**config.mk**
```make
export PLATFORM = sky130hd
export DESIGN_NAME = fetch_frontend
export DESIGN_NICKNAME = d
export VERILOG_FILES = /design/src/hw/fetch_pkg.sv /design/src/hw/branch_predictor.sv /design/src/hw/pre_decoder.sv /design/src/hw/fetch_queue.sv /design/src/hw/pre_checker.sv /design/src/hw/fetch_frontend.sv
export SDC_FILE = /design/constraint.sdc
export NUM_CORES = 1
export LEC_CHECK = 0
export BUFFER_PORTS_ARGS = -buffer_cell sky130_fd_sc_hd__buf_2
export CAP_MARGIN = 20
export CORE_ASPECT_RATIO = 0.9
export CORE_MARGIN = 2
export CORE_UTILIZATION = 40
export DETAILED_ROUTE_END_ITERATION = 8
export SYNTH_ARGS = -nofsm -noshare
export SYNTH_HDL_FRONTEND = slang
export SYNTH_SLANG_ARGS = --single-unit
```
**constraint.sdc**
```tcl
create_clock -name clk -period 5.23 [get_ports clk]
set_input_delay 0.7845 -clock clk [delete_from_list [all_inputs] [get_ports clk]]
set_output_delay 0.7845 -clock clk [all_outputs]
set_load 0.02 [all_outputs]
```
**src/hw/fetch_pkg.sv**
```systemverilog
package fetch_pkg;

	// ======================================================================
	// Fetch geometry
	// ======================================================================

	// Two 4-byte slots per 8-byte block, slot picked by pc[2]
	localparam int FETCH_WIDTH = 2;
	// Return stack pointer width
	localparam int RAS_PTR_W = 3;
	// Target table index width, taken from pc[5:2]
	localparam int LPHT_ADDR_WIDTH = 4;

	typedef logic [31:0] addr_t;
	typedef logic [31:0] inst_t;
	typedef logic [RAS_PTR_W-1:0] ras_ptr_t;
	typedef logic [LPHT_ADDR_WIDTH-1:0] lpht_idx_t;

	// Slot kind as seen by predictor and pre-decoder
	typedef enum logic [1:0] {
		BR_NONE,
		BR_BRANCH,
		BR_CALL,
		BR_RET
	} br_type_e;

	// ======================================================================
	// Structures passed between blocks
	// ======================================================================

	// Prediction for one fetch block
	typedef struct packed {
		logic     taken;
		logic     br_idx;
		addr_t    npc;
		ras_ptr_t ras_ptr;
	} br_info_t;

	// One fetch queue entry
	typedef struct packed {
		addr_t                     pc;
		logic [FETCH_WIDTH-1:0]    valid;
		inst_t [FETCH_WIDTH-1:0]   inst;
		br_type_e [FETCH_WIDTH-1:0] br_type;
		br_info_t                  br_info;
	} fetch_pkt_t;

	// Redirect back to the predictor
	typedef struct packed {
		addr_t     pc;
		addr_t     target;
		ras_ptr_t  ras_ptr;
		lpht_idx_t lpht_idx;
	} redirect_t;

endpackage

```
**src/hw/branch_predictor.sv**
```systemverilog
module branch_predictor #(
	parameter fetch_pkg::addr_t RESET_PC = 32'h0000_1000
) (
	input  logic                                clk,
	input  logic                                rst_n_i,
	input  logic                                almost_full_i,
	input  logic                                redirect_valid_i,
	input  fetch_pkg::redirect_t                redirect_i,
	input  logic                                upd_valid_i,
	input  fetch_pkg::addr_t                    upd_pc_i,
	input  fetch_pkg::addr_t                    upd_target_i,
	input  fetch_pkg::br_type_e                 upd_type_i,
	output logic                                fetch_req_o,
	output fetch_pkg::addr_t                    fetch_pc_o,
	output logic                                inflight_valid_o,
	output logic [fetch_pkg::FETCH_WIDTH-1:0]   inflight_slot_valid_o,
	output fetch_pkg::br_info_t                 inflight_info_o,
	output fetch_pkg::addr_t                    inflight_pc_o
);

	// Tag is everything above the index and the byte offset
	localparam int TAG_W = 32 - fetch_pkg::LPHT_ADDR_WIDTH - 2;
	localparam int LPHT_DEPTH = 2 ** fetch_pkg::LPHT_ADDR_WIDTH;

	typedef logic [TAG_W-1:0] tag_t;

	typedef struct packed {
		tag_t                tag;
		fetch_pkg::addr_t    target;
		fetch_pkg::br_type_e kind;
	} lpht_entry_t;

	// ======================================================================
	// State
	// ======================================================================

	fetch_pkg::addr_t    pc_q;
	fetch_pkg::ras_ptr_t ras_q;
	logic                req_en_q;
	logic [LPHT_DEPTH-1:0] lpht_valid_q;
	lpht_entry_t         lpht_q [LPHT_DEPTH];

	// In-flight request, waiting one cycle for memory
	logic                inflight_valid_q;
	fetch_pkg::addr_t    inflight_pc_q;
	logic [fetch_pkg::FETCH_WIDTH-1:0] inflight_slot_q;
	fetch_pkg::br_info_t inflight_info_q;

	// Lookup results
	fetch_pkg::lpht_idx_t [fetch_pkg::FETCH_WIDTH-1:0] slot_idx;
	logic [fetch_pkg::FETCH_WIDTH-1:0] slot_en;
	logic [fetch_pkg::FETCH_WIDTH-1:0] hit;
	logic [fetch_pkg::FETCH_WIDTH-1:0] slot_valid;
	fetch_pkg::br_info_t pred_info;
	fetch_pkg::br_type_e pred_kind;
	fetch_pkg::ras_ptr_t ras_next;
	fetch_pkg::addr_t    blk_pc;
	fetch_pkg::lpht_idx_t upd_idx;

	assign blk_pc = {pc_q[31:3], 3'b000};
	assign upd_idx = upd_pc_i[fetch_pkg::LPHT_ADDR_WIDTH+1:2];

	// No request in reset, under back-pressure or while redirecting
	assign fetch_req_o = req_en_q & ~almost_full_i & ~redirect_valid_i;
	assign fetch_pc_o = blk_pc;

	// ======================================================================
	// Table lookup for both slots
	// ======================================================================

	always_comb begin
		// Slot 0 is skipped when the PC enters at slot 1
		slot_en[0] = ~pc_q[2];
		slot_en[1] = 1'b1;
		for (int i = 0; i < fetch_pkg::FETCH_WIDTH; i++) begin
			slot_idx[i] = {pc_q[fetch_pkg::LPHT_ADDR_WIDTH+1:3], i[0]};
			hit[i] = slot_en[i] && lpht_valid_q[slot_idx[i]] &&
				(lpht_q[slot_idx[i]].tag == pc_q[31:fetch_pkg::LPHT_ADDR_WIDTH+2]);
		end

		// Fall-through by default
		pred_info.taken = 1'b0;
		pred_info.br_idx = 1'b0;
		pred_info.npc = blk_pc + 32'd8;
		pred_info.ras_ptr = ras_q;
		pred_kind = fetch_pkg::BR_NONE;
		// Walk down so the oldest hit wins
		for (int i = fetch_pkg::FETCH_WIDTH - 1; i >= 0; i--) begin
			if (hit[i]) begin
				pred_info.taken = 1'b1;
				pred_info.br_idx = i[0];
				pred_info.npc = lpht_q[slot_idx[i]].target;
				pred_kind = lpht_q[slot_idx[i]].kind;
			end
		end

		// Younger slot dies behind a taken slot 0
		slot_valid[0] = slot_en[0];
		slot_valid[1] = ~(pred_info.taken && !pred_info.br_idx);
	end

	// Return stack pointer movement
	always_comb begin
		case (pred_kind)
			fetch_pkg::BR_CALL: ras_next = ras_q + fetch_pkg::ras_ptr_t'(1);
			fetch_pkg::BR_RET:  ras_next = ras_q - fetch_pkg::ras_ptr_t'(1);
			default:            ras_next = ras_q;
		endcase
	end

	// ======================================================================
	// Control registers
	// ======================================================================

	always_ff @(posedge clk) begin
		if (!rst_n_i) begin
			pc_q <= RESET_PC;
			ras_q <= '0;
			req_en_q <= 1'b0;
			inflight_valid_q <= 1'b0;
			lpht_valid_q <= '0;
		end else begin
			req_en_q <= 1'b1;
			inflight_valid_q <= fetch_req_o;
			if (redirect_valid_i) begin
				pc_q <= redirect_i.target;
				ras_q <= redirect_i.ras_ptr;
			end else if (fetch_req_o) begin
				pc_q <= pred_info.npc;
				ras_q <= ras_next;
			end
			if (upd_valid_i) begin
				lpht_valid_q[upd_idx] <= 1'b1;
			end
			// Invalidation comes last, so it beats training
			if (redirect_valid_i) begin
				lpht_valid_q[redirect_i.lpht_idx] <= 1'b0;
			end
		end
	end

	// Table payload and in-flight payload
	always_ff @(posedge clk) begin
		if (upd_valid_i) begin
			lpht_q[upd_idx].tag <= upd_pc_i[31:fetch_pkg::LPHT_ADDR_WIDTH+2];
			lpht_q[upd_idx].target <= upd_target_i;
			lpht_q[upd_idx].kind <= upd_type_i;
		end
		if (fetch_req_o) begin
			inflight_pc_q <= blk_pc;
			inflight_slot_q <= slot_valid;
			inflight_info_q <= pred_info;
		end
	end

	// Push is dropped in a redirect cycle
	assign inflight_valid_o = inflight_valid_q & ~redirect_valid_i;
	assign inflight_slot_valid_o = inflight_slot_q;
	assign inflight_info_o = inflight_info_q;
	assign inflight_pc_o = inflight_pc_q;

endmodule

```
**src/hw/pre_decoder.sv**
```systemverilog
module pre_decoder (
	input  fetch_pkg::inst_t [fetch_pkg::FETCH_WIDTH-1:0]    inst_i,
	output fetch_pkg::br_type_e [fetch_pkg::FETCH_WIDTH-1:0] br_type_o
);

	// Major opcodes, bits 6:0
	localparam logic [6:0] OPC_BRANCH = 7'b1100011;
	localparam logic [6:0] OPC_JAL    = 7'b1101111;
	localparam logic [6:0] OPC_JALR   = 7'b1100111;
	// Link register x1
	localparam logic [4:0] REG_RA     = 5'd1;
	localparam logic [4:0] REG_ZERO   = 5'd0;

	logic [fetch_pkg::FETCH_WIDTH-1:0][6:0] opcode;
	logic [fetch_pkg::FETCH_WIDTH-1:0][4:0] rd;
	logic [fetch_pkg::FETCH_WIDTH-1:0][4:0] rs1;

	always_comb begin
		for (int i = 0; i < fetch_pkg::FETCH_WIDTH; i++) begin
			opcode[i] = inst_i[i][6:0];
			rd[i] = inst_i[i][11:7];
			rs1[i] = inst_i[i][19:15];

			// Plain word unless proven otherwise
			br_type_o[i] = fetch_pkg::BR_NONE;
			if (opcode[i] == OPC_BRANCH) begin
				br_type_o[i] = fetch_pkg::BR_BRANCH;
			end else if (opcode[i] == OPC_JAL && rd[i] == REG_RA) begin
				// Jump and link into ra
				br_type_o[i] = fetch_pkg::BR_CALL;
			end else if (opcode[i] == OPC_JALR && rs1[i] == REG_RA &&
				rd[i] == REG_ZERO) begin
				// Jump through ra, no link
				br_type_o[i] = fetch_pkg::BR_RET;
			end
		end
	end

endmodule

```
**src/hw/fetch_queue.sv**
```systemverilog
module fetch_queue #(
	parameter int QUEUE_DEPTH = 4
) (
	input  logic                  clk,
	input  logic                  rst_n_i,
	input  logic                  push_i,
	input  fetch_pkg::fetch_pkt_t push_pkt_i,
	input  logic                  decode_ready_i,
	input  logic                  flush_i,
	output fetch_pkg::fetch_pkt_t head_pkt_o,
	output logic                  pop_o,
	output logic                  almost_full_o
);

	localparam int PTR_W = $clog2(QUEUE_DEPTH);

	typedef logic [PTR_W-1:0] ptr_t;
	// One extra bit so a full queue is distinct from empty
	typedef logic [PTR_W:0] cnt_t;

	// ======================================================================
	// Storage and pointers
	// ======================================================================

	fetch_pkg::fetch_pkt_t mem_q [QUEUE_DEPTH];
	ptr_t rd_ptr_q;
	ptr_t wr_ptr_q;
	cnt_t count_q;
	logic empty;

	assign empty = (count_q == '0);

	// Pop whenever decode takes a non-empty head
	assign pop_o = ~empty & decode_ready_i;

	// Leaves room for the one block still in flight
	assign almost_full_o = (count_q >= cnt_t'(QUEUE_DEPTH - 1));

	// Head with valid bits hidden unless popped
	always_comb begin
		head_pkt_o = mem_q[rd_ptr_q];
		if (!pop_o) begin
			head_pkt_o.valid = '0;
		end
	end

	// ======================================================================
	// Pointer and count update
	// ======================================================================

	always_ff @(posedge clk) begin
		if (!rst_n_i) begin
			rd_ptr_q <= '0;
			wr_ptr_q <= '0;
			count_q <= '0;
		end else if (flush_i) begin
			// Drop everything behind a redirect
			rd_ptr_q <= '0;
			wr_ptr_q <= '0;
			count_q <= '0;
		end else begin
			if (push_i) begin
				wr_ptr_q <= wr_ptr_q + ptr_t'(1);
			end
			if (pop_o) begin
				rd_ptr_q <= rd_ptr_q + ptr_t'(1);
			end
			case ({push_i, pop_o})
				2'b10:   count_q <= count_q + cnt_t'(1);
				2'b01:   count_q <= count_q - cnt_t'(1);
				default: count_q <= count_q;
			endcase
		end
	end

	// Entry write
	always_ff @(posedge clk) begin
		if (push_i) begin
			mem_q[wr_ptr_q] <= push_pkt_i;
		end
	end

endmodule

```
**src/hw/pre_checker.sv**
```systemverilog
module pre_checker (
	input  fetch_pkg::fetch_pkt_t             head_pkt_i,
	output logic                              redirect_valid_o,
	output fetch_pkg::redirect_t              redirect_o,
	output logic [fetch_pkg::FETCH_WIDTH-1:0] slot_valid_o
);

	// ======================================================================
	// Miss detection per slot
	// ======================================================================

	fetch_pkg::addr_t [fetch_pkg::FETCH_WIDTH-1:0] slot_pc;
	logic [fetch_pkg::FETCH_WIDTH-1:0] miss;

	always_comb begin
		for (int i = 0; i < fetch_pkg::FETCH_WIDTH; i++) begin
			// Slot address from block base and slot number
			slot_pc[i] = {head_pkt_i.pc[31:3], i[0], 2'b00};
			// Predicted taken here, yet the word is no branch
			miss[i] = head_pkt_i.valid[i] &&
				head_pkt_i.br_info.taken &&
				(head_pkt_i.br_info.br_idx == slot_pc[i][2]) &&
				(head_pkt_i.br_type[i] == fetch_pkg::BR_NONE);
		end
	end

	// ======================================================================
	// Redirect and younger slot kill
	// ======================================================================

	always_comb begin
		redirect_valid_o = |miss;
		redirect_o.pc = '0;
		redirect_o.target = '0;
		redirect_o.ras_ptr = '0;
		redirect_o.lpht_idx = '0;

		// At most one slot matches br_idx
		for (int i = 0; i < fetch_pkg::FETCH_WIDTH; i++) begin
			if (miss[i]) begin
				redirect_o.pc = slot_pc[i];
				// Resume right after the bad slot
				redirect_o.target = slot_pc[i] + 32'd4;
				redirect_o.ras_ptr = head_pkt_i.br_info.ras_ptr;
				redirect_o.lpht_idx = slot_pc[i][fetch_pkg::LPHT_ADDR_WIDTH+1:2];
			end
		end

		// Slot itself stays, anything younger goes
		slot_valid_o = head_pkt_i.valid;
		for (int i = 1; i < fetch_pkg::FETCH_WIDTH; i++) begin
			slot_valid_o[i] = head_pkt_i.valid[i] & ~miss[i-1];
		end
	end

endmodule

```
**src/hw/fetch_frontend.sv**
```systemverilog
module fetch_frontend #(
	parameter int               QUEUE_DEPTH = 4,
	parameter fetch_pkg::addr_t RESET_PC    = 32'h0000_1000
) (
	input  logic                                           clk,
	input  logic                                           rst_n_i,
	input  fetch_pkg::inst_t [fetch_pkg::FETCH_WIDTH-1:0]  inst_i,
	input  logic                                           decode_ready_i,
	input  logic                                           upd_valid_i,
	input  fetch_pkg::addr_t                               upd_pc_i,
	input  fetch_pkg::addr_t                               upd_target_i,
	input  fetch_pkg::br_type_e                            upd_type_i,
	output logic                                           fetch_req_o,
	output fetch_pkg::addr_t                               fetch_pc_o,
	output logic [fetch_pkg::FETCH_WIDTH-1:0]              dec_valid_o,
	output fetch_pkg::addr_t                               dec_pc_o,
	output fetch_pkg::inst_t [fetch_pkg::FETCH_WIDTH-1:0]  dec_inst_o,
	output logic                                           redirect_valid_o,
	output fetch_pkg::addr_t                               redirect_pc_o,
	output fetch_pkg::addr_t                               redirect_target_o
);

	// ======================================================================
	// Internal nets
	// ======================================================================

	logic                                              almost_full;
	logic                                              push;
	logic                                              pop;
	logic [fetch_pkg::FETCH_WIDTH-1:0]                 inflight_slot_valid;
	fetch_pkg::br_info_t                               inflight_info;
	fetch_pkg::addr_t                                  inflight_pc;
	fetch_pkg::br_type_e [fetch_pkg::FETCH_WIDTH-1:0]  br_type;
	fetch_pkg::fetch_pkt_t                             push_pkt;
	fetch_pkg::fetch_pkt_t                             head_pkt;
	fetch_pkg::redirect_t                              redirect;

	// Queue entry from in-flight request plus returned words
	assign push_pkt.pc = inflight_pc;
	assign push_pkt.valid = inflight_slot_valid;
	assign push_pkt.inst = inst_i;
	assign push_pkt.br_type = br_type;
	assign push_pkt.br_info = inflight_info;

	branch_predictor #(
		.RESET_PC (RESET_PC)
	) u_branch_predictor (
		.clk                   (clk),
		.rst_n_i               (rst_n_i),
		.almost_full_i         (almost_full),
		.redirect_valid_i      (redirect_valid_o),
		.redirect_i            (redirect),
		.upd_valid_i           (upd_valid_i),
		.upd_pc_i              (upd_pc_i),
		.upd_target_i          (upd_target_i),
		.upd_type_i            (upd_type_i),
		.fetch_req_o           (fetch_req_o),
		.fetch_pc_o            (fetch_pc_o),
		.inflight_valid_o      (push),
		.inflight_slot_valid_o (inflight_slot_valid),
		.inflight_info_o       (inflight_info),
		.inflight_pc_o         (inflight_pc)
	);

	pre_decoder u_pre_decoder (
		.inst_i    (inst_i),
		.br_type_o (br_type)
	);

	fetch_queue #(
		.QUEUE_DEPTH (QUEUE_DEPTH)
	) u_fetch_queue (
		.clk            (clk),
		.rst_n_i        (rst_n_i),
		.push_i         (push),
		.push_pkt_i     (push_pkt),
		.decode_ready_i (decode_ready_i),
		.flush_i        (redirect_valid_o),
		.head_pkt_o     (head_pkt),
		.pop_o          (pop),
		.almost_full_o  (almost_full)
	);

	pre_checker u_pre_checker (
		.head_pkt_i       (head_pkt),
		.redirect_valid_o (redirect_valid_o),
		.redirect_o       (redirect),
		.slot_valid_o     (dec_valid_o)
	);

	// Decode view of the popped head
	assign dec_pc_o = pop ? head_pkt.pc : '0;
	assign dec_inst_o = head_pkt.inst;
	assign redirect_pc_o = redirect.pc;
	assign redirect_target_o = redirect.target;

endmodule

```
==> results by group, run 1 <==
Run status
  – Result of the run: complete, no violations

Critical path
  – Crit path top cell by count: buf_4
  – Worst Path Buf+Inv: 4
  – Max incr delay on CP: 0.62 ns
  – Category of the worst setup path capture point: output port
  – Worst Setup Path Type: flip-flop to output port
  – Crit path depth: 8
  – Crit path max-delay family: buffers and inverters
  – Worst reg2reg path depth: 11
  – Maximum fanout count along the critical path: 23
  – Register-to-Register Setup Slack: 0.73 ns
  – Worst setup endpoint: redirect_pc_o[5]
  – Critical path required time: 4.45 ns
  – Worst-path cell chain: mux4_2, nor2_1, buf_4, nor2_2, inv_2, buf_4, and2_1, buf_2
  – Crit path arrival time: 4.17 ns
  – Crit start category: flip-flop
  – Terminus of the critical flop-to-flop path: u_branch_predictor.pc_q[27]
  – Critical-path cell with the highest stage delay: dfxtp_4

Floorplan
  – Starting Density: 0.402
  – Width of the die: 396 µm
  – Count of boundary I/O pins: 330
  – Height of the die: 356 µm
  – Die Footprint: 0.141 mm²
  – Row cnt: 129
  – Core box area: 0.137 mm²

GRT
  – Gr usage total: 0.206
  – Vias in the first global route: 28,300
  – Maximum number of pins on one net before global-route repair: 69
  – Antenna violations before repair: 30
  – Global-route wire length before repair: 208 mm
  – Overflow after GRT: 0

Placed design
  – Count of port buffers added during placement: 313
  – Global placement routability congestion: 0.856
  – Half-perimeter wire length after placement: 94.1 mm
  – Instance area after placement: 0.0593 mm²
  – Placement-stage worst setup slack: 0.701 ns

Synthesis
  – Fraction of the mapped netlist area in simple logic gates: 0.0364
  – Adder-cell area share of the yosys netlist: 0.00195
  – Synthesized flop and latch total: 1,393
  – Multiplexer share of the synthesized area: 0.154
  – YS warnings: 0
  – Synth area leaders: edfxtp_1 73%, mux4_2 12%, mux2i_1 2.2%
  – FFs w/ async S/R, synth: 0
  – Cell Area, Synth: 0.0552 mm²
  – Number of instances in the synthesized netlist: 2,744
  – Share of the synthesized netlist area taken by xor and xnor gates: 0.0117
  – Post-synthesis sequential area ratio: 0.747
  – Count of flip-flops with a built-in enable after synthesis: 1,333
  – Post-synthesis average cell area: 20.1 µm²
  – Distinct cell type count of the synthesized netlist: 70
  – Cell type with the largest total area after synthesis: edfxtp_1
  – Most frequently used flop master after synthesis: edfxtp_1
  – Largest family of logic cells by synthesized area: multiplexers
  – Yosys top cell area share: 0.725
  – Area fraction in compound gates after synthesis: 0.0271

Pwr
  – Maximum ir drop on the vdd rail: 0.382 mV
  – Net switching power of the design: 8.48 mW
  – Power Density: 465 mW/mm²
  – Switch share: 0.286
  – Part of the total power dissipated in sequential elements: 0.452
  – Leakage component of the power: 20.8 nW
  – Internal Pwr Total: 21.2 mW
  – Clock network power share: 0.335
  – Final Total Pwr: 29.7 mW
  – Share of total power in combinational logic: 0.213

Clock tree
  – Clock sink total: 1,393
  – Post-cts sizing count: 0
  – Clock tree from TritonCTS: done
  – Clock network latency to the later pin of the worst-skew pair: 0.78 ns
  – H-Tree Depth: 4
  – Largest buffer count on any clock path: 3
  – Clock transition at the register clock pins on the worst setup and hold paths after CTS: 0.06 ns
  – Count of hold buffers inserted by post-cts repair: 0
  – Root buffer selected by CTS: clkbuf_16
  – Number of buffers created by CTS: 142
  – Post-CTS setup buffer count: 0

Timing
  – Aggregate negative setup slack: 0 ns
  – Highest Clock Rate: 202 MHz
  – Count of final max-slew check failures: 0
  – Slew HR: 0.250
  – Final worst clock skew: 0.0320 ns
  – Number of failing hold endpoints at the final stage: 0
  – Total setup violations reported at the end of the flow: 0
  – Final Worst Setup Slack: 0.272 ns
  – Final worst path period need: 4.96 ns
  – Period utilization: 0.948
  – Unrepaired setup endpoints after global routing: false
  – Transition time at the pin with the least slew margin: 1.12 ns

Routing
  – # DRC: 0
  – Total via count in the routed design: 28,600
  – Wirelength, routed: 147 mm
  – Number of antenna-violating nets in the routed design: 0
  – Average detailed-routed wire length per instance: 28.8 µm
  – Starting DRC count in detailed routing: 3,211
  – Detail-routed via count per cell: 5.61
  – Iteration count of the initial detailed-routing pass: 5

Finish
  – Area growth from synthesis to layout: 15.8%
  – Leading cell type in the layout, fill and taps excluded: edfxtp_1
  – Post-layout nets: 3,290
  – FILL cells: 11,600
  – Area of all placed cells without fillers: 0.0639 mm²
  – Share of post-route cells with drive strength above 1: 0.322
  – Leading cell types in the layout, fill and taps excluded: 1,333 x edfxtp_1, 313 x buf_2, 288 x mux4_2

Flow run
  – Max-capacitance violation count: 0

Worst hold path
  – Kind of path behind the tightest hold check: input pin to flip-flop
-- cell type report --
type / count / area, µm² / area share
diodes: 4 / 10.0 / 0.000157
clock buffers: 182 / 3810 / 0.0596
clock inverters: 77 / 749 / 0.0117
inverters: 27 / 101 / 0.00159
multi-input cells: 1153 / 13000 / 0.203
flip-flops and latches: 1393 / 41200 / 0.646
well taps: 1834 / 2290 / 0.0359
repair buffers: 431 / 2690 / 0.0421
-- sequential cells by signal, summed over array words and instances (netlist names), 2 cells and up, named ones only --
| register | cells |
|---|---|
| u_fetch_queue.mem_q | 404 |
| u_branch_predictor.lpht_valid_q | 16 |
| u_branch_predictor.inflight_pc_o | 29 |
| u_fetch_queue.wr_ptr_q | 2 |
| u_branch_predictor.inflight_info_o | 2 |
| u_fetch_queue.rd_ptr_q | 2 |
| u_branch_predictor.inflight_slot_valid_o | 2 |
| u_branch_predictor.pc_q | 30 |
| u_branch_predictor.lpht_q | 896 |
| u_fetch_queue.count_q | 3 |
-- stage by stage --
step / hold slack (ns) / cells / util
after global routing: 0.215 / 5098 / 0.466
after global placement: 0.474 / 4836 / 0.432
after detailed placement: 0.485 / 4836 / 0.432
after floorplan: 0.426 / 2753 / -
after CTS: 0.185 / 5095 / 0.465
final: 0.240 / 5101 / 0.466
-- power groups by stage --
stage | logic [mW] | clock network, mW | registers, mW
final | 6.33 | 9.95 | 13.4
after global routing | 6.76 | 10.6 | 13.5
after detailed placement | 6.31 | 0 | 13.7
after global placement | 6.28 | 0 | 13.7
after CTS | 6.33 | 10.2 | 13.5
after floorplan | 4.46 | 0 | 13.3
-- per-layer routing --
metal / track usage / vias up / wire [µm]
met5: 0 / - / 114
met4: 0.0549 / 20 / 3050
met3: 0.0549 / 219 / 13100
met2: 0.306 / 1114 / 65900
met1: 0.300 / 15200 / 64500
li1: - / 12000 / -
-- cells by family (layout without fill, tap and decap cells) --
group,after synthesis,count (layout)
mux,482,482
simple gates,371,371
buf+inv,207,717
xor+xnor,74,74
compound gates,208,208
flops,1393,1393
other cells,1,14
fa+ha+maj,8,8
-- worst min path at each step --
stage / from / endpoint / slack [ns] / depth (start not counted)
floorplan: u_branch_predictor.pc_q[16] / u_branch_predictor.inflight_pc_o[16] / 0.43 / 0
detailed placement: u_branch_predictor.inflight_info_o[35] / u_fetch_queue.mem_q[0][35] / 0.48 / 0
global route: inst_i[26] / u_fetch_queue.mem_q[0][67] / 0.21 / 1
finish: inst_i[57] / u_fetch_queue.mem_q[0][98] / 0.24 / 1
global placement: u_branch_predictor.inflight_pc_o[11] / u_fetch_queue.mem_q[2][115] / 0.47 / 0
CTS: inst_i[57] / u_fetch_queue.mem_q[0][98] / 0.18 / 1
-- synthesized netlist by cell type (5+ instances only) --
cell and count:
nor2b_1 14, inv_1 27, edfxtp_1 1333, o22ai_1 22, or2_2 9, nor3_1 21, buf_6 18, a21oi_1 24
buf_4 55, a211oi_1 9, o21ai_0 57, nand4_1 25, a22o_1 12, buf_2 37, mux4_2 288, o31ai_1 5
buf_1 9, nor2_1 74, xnor2_1 52, or3_1 18, o221a_2 13, a2111oi_0 6, and2_1 48, and3_1 14
ha_1 7, a221oi_1 14, nor4_1 8, mux2i_1 123, dfxtp_1 60, xor2_1 22, nand3_1 31, a221oi_2 6
o221a_1 8, o21a_1 14, clkbuf_1 60, nand2_1 63, a31oi_1 6, nand2b_1 16, mux2_2 71
No activity file was read; power rests on OpenSTA's default activity.
==> run 2, diff against run 1 <==
Settings changed: PLACE_DENSITY_LB_ADDON from default to 0.12.
==> results by group, run 2 (synthesized netlist as in run 1, its figures left out) <==
Finish
  – Leading cell type in the layout, fill and taps excluded: edfxtp_1
  – Most flops, register: u_branch_predictor.lpht_q
  – Post-layout nets: 3,286
  – Leading cell types in the layout, fill and taps excluded: 1,333 x edfxtp_1, 313 x buf_2, 288 x mux4_2
  – Share of post-route cells with drive strength above 1: 0.321
  – ANT cells: 0
  – Registers with the highest flip-flop counts: u_branch_predictor.lpht_q: 896 flops, u_fetch_queue.mem_q: 404 flops, u_branch_predictor.pc_q: 30 flops
  – Flip-flop count of the largest register after layout: 896
  – Area growth from synthesis to layout: 16.1%

Critical path
  – Worst-path cell chain: buf_4, mux4_2, and3_1, nand4_1, or3_1, nor2_1, mux2i_2, buf_2
  – Critical-path cell with the highest stage delay: dfxtp_4
  – Max incr delay on CP: 0.57 ns
  – Crit start category: flip-flop
  – Crit path arrival time: 4.23 ns
  – Critical path required time: 4.45 ns
  – Category of the worst setup path capture point: output port
  – Maximum fanout count along the critical path: 31
  – Worst Setup Path Type: flip-flop to output port

Clock tree
  – Number of buffers created by CTS: 149
  – Largest buffer count on any clock path: 3
  – Clock tree from TritonCTS: done
  – Clock transition at the register clock pins on the worst setup and hold paths after CTS: 0.06 ns
  – Clock sink total: 1,393
  – Clock network latency to the later pin of the worst-skew pair: 0.77 ns
  – Root buffer selected by CTS: clkbuf_16
  – H-Tree Depth: 4

Placed design
  – Count of port buffers added during placement: 313
  – Global placement routability congestion: 0.846
  – Half-perimeter wire length after placement: 93.9 mm

GRT
  – Maximum number of pins on one net before global-route repair: 64
  – Gr usage total: 0.211
  – Global-route wire length before repair: 213 mm
  – Overflow after GRT: 0
  – Vias in the first global route: 29,200
  – Antenna violations before repair: 24

Routing
  – # DRC: 0
  – Average detailed-routed wire length per instance: 29.4 µm
  – Wirelength, routed: 150 mm
  – Detail-routed via count per cell: 5.58
  – Iteration count of the initial detailed-routing pass: 5
  – Starting DRC count in detailed routing: 2,390
  – Number of antenna-violating nets in the routed design: 0
  – Total via count in the routed design: 28,400

Floorplan
  – Width of the die: 396 µm
  – Height of the die: 356 µm
  – Count of boundary I/O pins: 330
  – Core box area: 0.137 mm²
  – Die Footprint: 0.141 mm²
  – Starting Density: 0.402
  – Row cnt: 129

Timing
  – Final worst clock skew: 0.0242 ns
  – Period utilization: 0.959
  – Unrepaired setup endpoints after global routing: false
  – Number of failing hold endpoints at the final stage: 0
  – Highest Clock Rate: 199 MHz
  – Worst hold margin: 0.241 ns
  – Count of final max-slew check failures: 0
  – Total setup violations reported at the end of the flow: 0
  – Aggregate negative setup slack: 0 ns
  – Transition time at the pin with the least slew margin: 1.13 ns
  – Final worst path period need: 5.02 ns
  – Slew HR: 0.244

Pwr
  – Maximum ir drop on the vdd rail: 0.383 mV
  – Final Total Pwr: 29.9 mW
  – Leakage component of the power: 20.9 nW
  – Power Density: 467 mW/mm²

Run status
  – Result of the run: complete, no violations

Flow run
  – Max-capacitance violation count: 0

Worst hold path
  – Kind of path behind the tightest hold check: input pin to flip-flop
run 2: changes by cell type in the layout (fill, tap and decap cells not counted), moves of 2 or more:
cell	before	now
bufinv_16	11	8
buf_8	0	2
buf_4	99	80
clkinv_1	30	26
buf_12	19	23
clkbuf_16	146	156
clkinv_8	6	3
clkbuf_1	34	45
clkinv_2	19	17
clkbuf_8	2	6
diode_2	4	0
run 2: cell type report:
cell class,instances,area [µm²]
fill,11500,73100
sequential,1393,41200
multi-input combinational,1153,13000
clock buffer,207,4160
timing repair buffer,420,2700
tap,1834,2290
clock inverter,64,567
inverter,27,101
run 2: report_power, final:
part | total (mW) | internal [mW] | switching (mW)
clock | 10.2 | 5.95 | 4.22
sequential | 13.4 | 12.9 | 0.514
combinational | 6.40 | 2.65 | 3.75
total | 29.9 | 21.5 | 8.48
run 2: timing repair:
item | CTS | global route
resized for setup | 5 | 0
buffers inserted | 0 | 1
endpoints found under the setup margin | 3 | 3
pin swaps | 0 | 0
hold buffers | 0 | 0
run 2: metrics by stage:
step	worst slack (ns)	instance area, µm²	util	cells
after floorplan	0.239	55200	-	2753
final	0.214	64100	0.467	5098
after global routing	0.0173	64100	0.467	5098
after detailed placement	0.617	59300	0.432	4826
after CTS	0.0707	64000	0.467	5097
after global placement	0.590	59200	0.432	4824
run 2: final timing paths:
| check | to | slack, ns | cells past startpoint | start |
|---|---|---|---|---|
| worst min register to register | u_fetch_queue.mem_q[1][107] | 0.48 | 0 | u_branch_predictor.inflight_pc_o[3] |
| worst min-delay path | u_fetch_queue.mem_q[0][104] | 0.24 | 1 | inst_i[63] |
| worst max register to register | u_branch_predictor.pc_q[9] | 0.68 | 11 | flip-flop |
| worst max-delay path | redirect_target_o[31] | 0.21 | 8 | flip-flop |
run 2: worst max-delay path, delay by kind of cell (launching register included):
family | cells | cell delay [ns]
muxes | 2 | 0.85
and+or+nand+nor | 4 | 1.24
buffers and inverters | 2 | 0.75
DFF | 1 | 0.57
run 2: metal layers:
layer,GRT usage,vias to the layer above,wire length (µm)
met5,0,-,93
met4,0.0624,14,3810
met3,0.0454,217,9890
met2,0.329,983,69500
met1,0.300,15200,66400
li1,-,12000,-
==> run 3, diff against run 2 <==
Clock period 5.23 ns to 5.1 ns, I/O delays scaled along.
==> results by group, run 3 (synthesized netlist as in run 1, its figures left out) <==
Timing
  – Final worst clock skew: 0.0279 ns
  – Highest Clock Rate: 204 MHz
  – Transition time at the pin with the least slew margin: 1.12 ns
  – Count of final max-slew check failures: 0
  – Final worst path period need: 4.89 ns
  – Aggregate negative setup slack: 0 ns
  – Number of failing hold endpoints at the final stage: 0
  – Unrepaired setup endpoints after global routing: false
  – Period utilization: 0.959
  – Total setup violations reported at the end of the flow: 0
  – Worst hold margin: 0.213 ns
  – Slew HR: 0.253

GRT
  – Vias in the first global route: 29,300
  – Antenna violations before repair: 29
  – Maximum number of pins on one net before global-route repair: 88
  – Global-route wire length before repair: 213 mm
  – Overflow after GRT: 0
  – Gr usage total: 0.212

Clock tree
  – H-Tree Depth: 4
  – Clock network latency to the later pin of the worst-skew pair: 0.77 ns
  – Clock tree from TritonCTS: done
  – Clock transition at the register clock pins on the worst setup and hold paths after CTS: 0.06 ns
  – Number of buffers created by CTS: 150
  – Clock sink total: 1,393
  – Largest buffer count on any clock path: 3
  – Root buffer selected by CTS: clkbuf_16

Routing
  – Iteration count of the initial detailed-routing pass: 6
  – # DRC: 0
  – Detail-routed via count per cell: 5.59
  – Starting DRC count in detailed routing: 2,518
  – Wirelength, routed: 151 mm
  – Average detailed-routed wire length per instance: 29.4 µm
  – Total via count in the routed design: 28,600
  – Number of antenna-violating nets in the routed design: 0

Finish
  – Leading cell types in the layout, fill and taps excluded: 1,333 x edfxtp_1, 313 x buf_2, 288 x mux4_2
  – Most flops, register: u_branch_predictor.lpht_q
  – Flip-flop count of the largest register after layout: 896
  – Area growth from synthesis to layout: 16.5%
  – Post-layout nets: 3,308
  – Registers with the highest flip-flop counts: u_branch_predictor.lpht_q: 896 flops, u_fetch_queue.mem_q: 404 flops, u_branch_predictor.pc_q: 30 flops
  – Filler-free cell count of the finished design: 5,127
  – Leading cell type in the layout, fill and taps excluded: edfxtp_1
  – Share of post-route cells with drive strength above 1: 0.328

Critical path
  – Register-to-Register Setup Slack: 0.58 ns
  – Critical path required time: 4.34 ns
  – Maximum fanout count along the critical path: 28
  – Crit path arrival time: 4.13 ns
  – Crit start category: flip-flop
  – Worst Setup Path Type: flip-flop to output port
  – Category of the worst setup path capture point: output port
  – Worst reg2reg path depth: 11

Floorplan
  – Width of the die: 396 µm
  – Core box area: 0.137 mm²
  – Count of boundary I/O pins: 330
  – Die Footprint: 0.141 mm²
  – Row cnt: 129
  – Starting Density: 0.402
  – Height of the die: 356 µm

Worst hold path
  – Kind of path behind the tightest hold check: input pin to flip-flop
  – Number of stages on the worst hold path: 1

Placed design
  – Count of port buffers added during placement: 313
  – Placed insts: 4,843
  – Half-perimeter wire length after placement: 95.1 mm
  – Global placement routability congestion: 0.820

Pwr
  – Power Density: 481 mW/mm²
  – Leakage component of the power: 21.1 nW
  – Maximum ir drop on the vdd rail: 0.303 mV
  – Final Total Pwr: 30.9 mW

Flow run
  – Max-capacitance violation count: 0

Run status
  – Result of the run: complete, no violations
[run 3: metal layers]
metal	part of all wire	track usage	wire length, µm	vias up
met5	0.00075	0	113	-
met4	0.026	0.0641	3880	18
met3	0.076	0.0481	11400	234
met2	0.46	0.331	69800	1139
met1	0.43	0.298	65500	15200
li1	-	-	-	12100
[run 3: final cells by class]
cell class / count / area, µm²
Sequential cell: 1393 / 41200
Inverter: 27 / 101
Timing Repair Buffer: 441 / 2850
Clock buffer: 196 / 4090
Clock inverter: 81 / 736
Multi-Input combinational cell: 1153 / 13000
Antenna cell: 2 / 5.00
Fill cell: 11500 / 72900
Tap cell: 1834 / 2290
[run 3: per-stage QoR]
step           worst slack [ns]   util  cell area [µm²]
5_1_grt                  0.0143  0.469            64300
6_report                  0.210  0.469            64300
3_5_place_dp              0.637  0.433            59400
3_3_place_gp              0.595  0.433            59400
4_1_cts                 0.00348  0.468            64200
2_1_floorplan             0.128      -            55200
[run 3: final timing paths]
path                                        start                          end
max reg2reg                             flip-flop   u_branch_predictor.pc_q[2]
min                                    inst_i[46]   u_fetch_queue.mem_q[0][87]
max                                     flip-flop        redirect_target_o[23]
min reg2reg  u_branch_predictor.inflight_pc_o[19]  u_fetch_queue.mem_q[2][123]
[run 3: power breakdown]
group          internal [mW]  switching, mW  leakage, nW
sequential              13.2          0.610         12.6
clock                   6.23           4.39         2.35
combinational           2.78           3.75         6.12
total                   22.2           8.75         21.1
[run 3: what timing repair did]
item,in CTS,in global routing
hold buffers,0,0
buffers inserted,1,4
endpoints found under the setup margin,9,5
gates resized for setup,1,3
[run 3: worst max-delay path, cell delays in order (launching register included)]
cell and delay [ns]:
dfxtp_4 0.62, buf_6 0.35, mux4_2 0.41, ha_1 0.33, nand4_1 0.29, buf_4 0.28, or3_1 0.33, o21ai_0 0.25
buf_4 0.21, buf_2 0.24
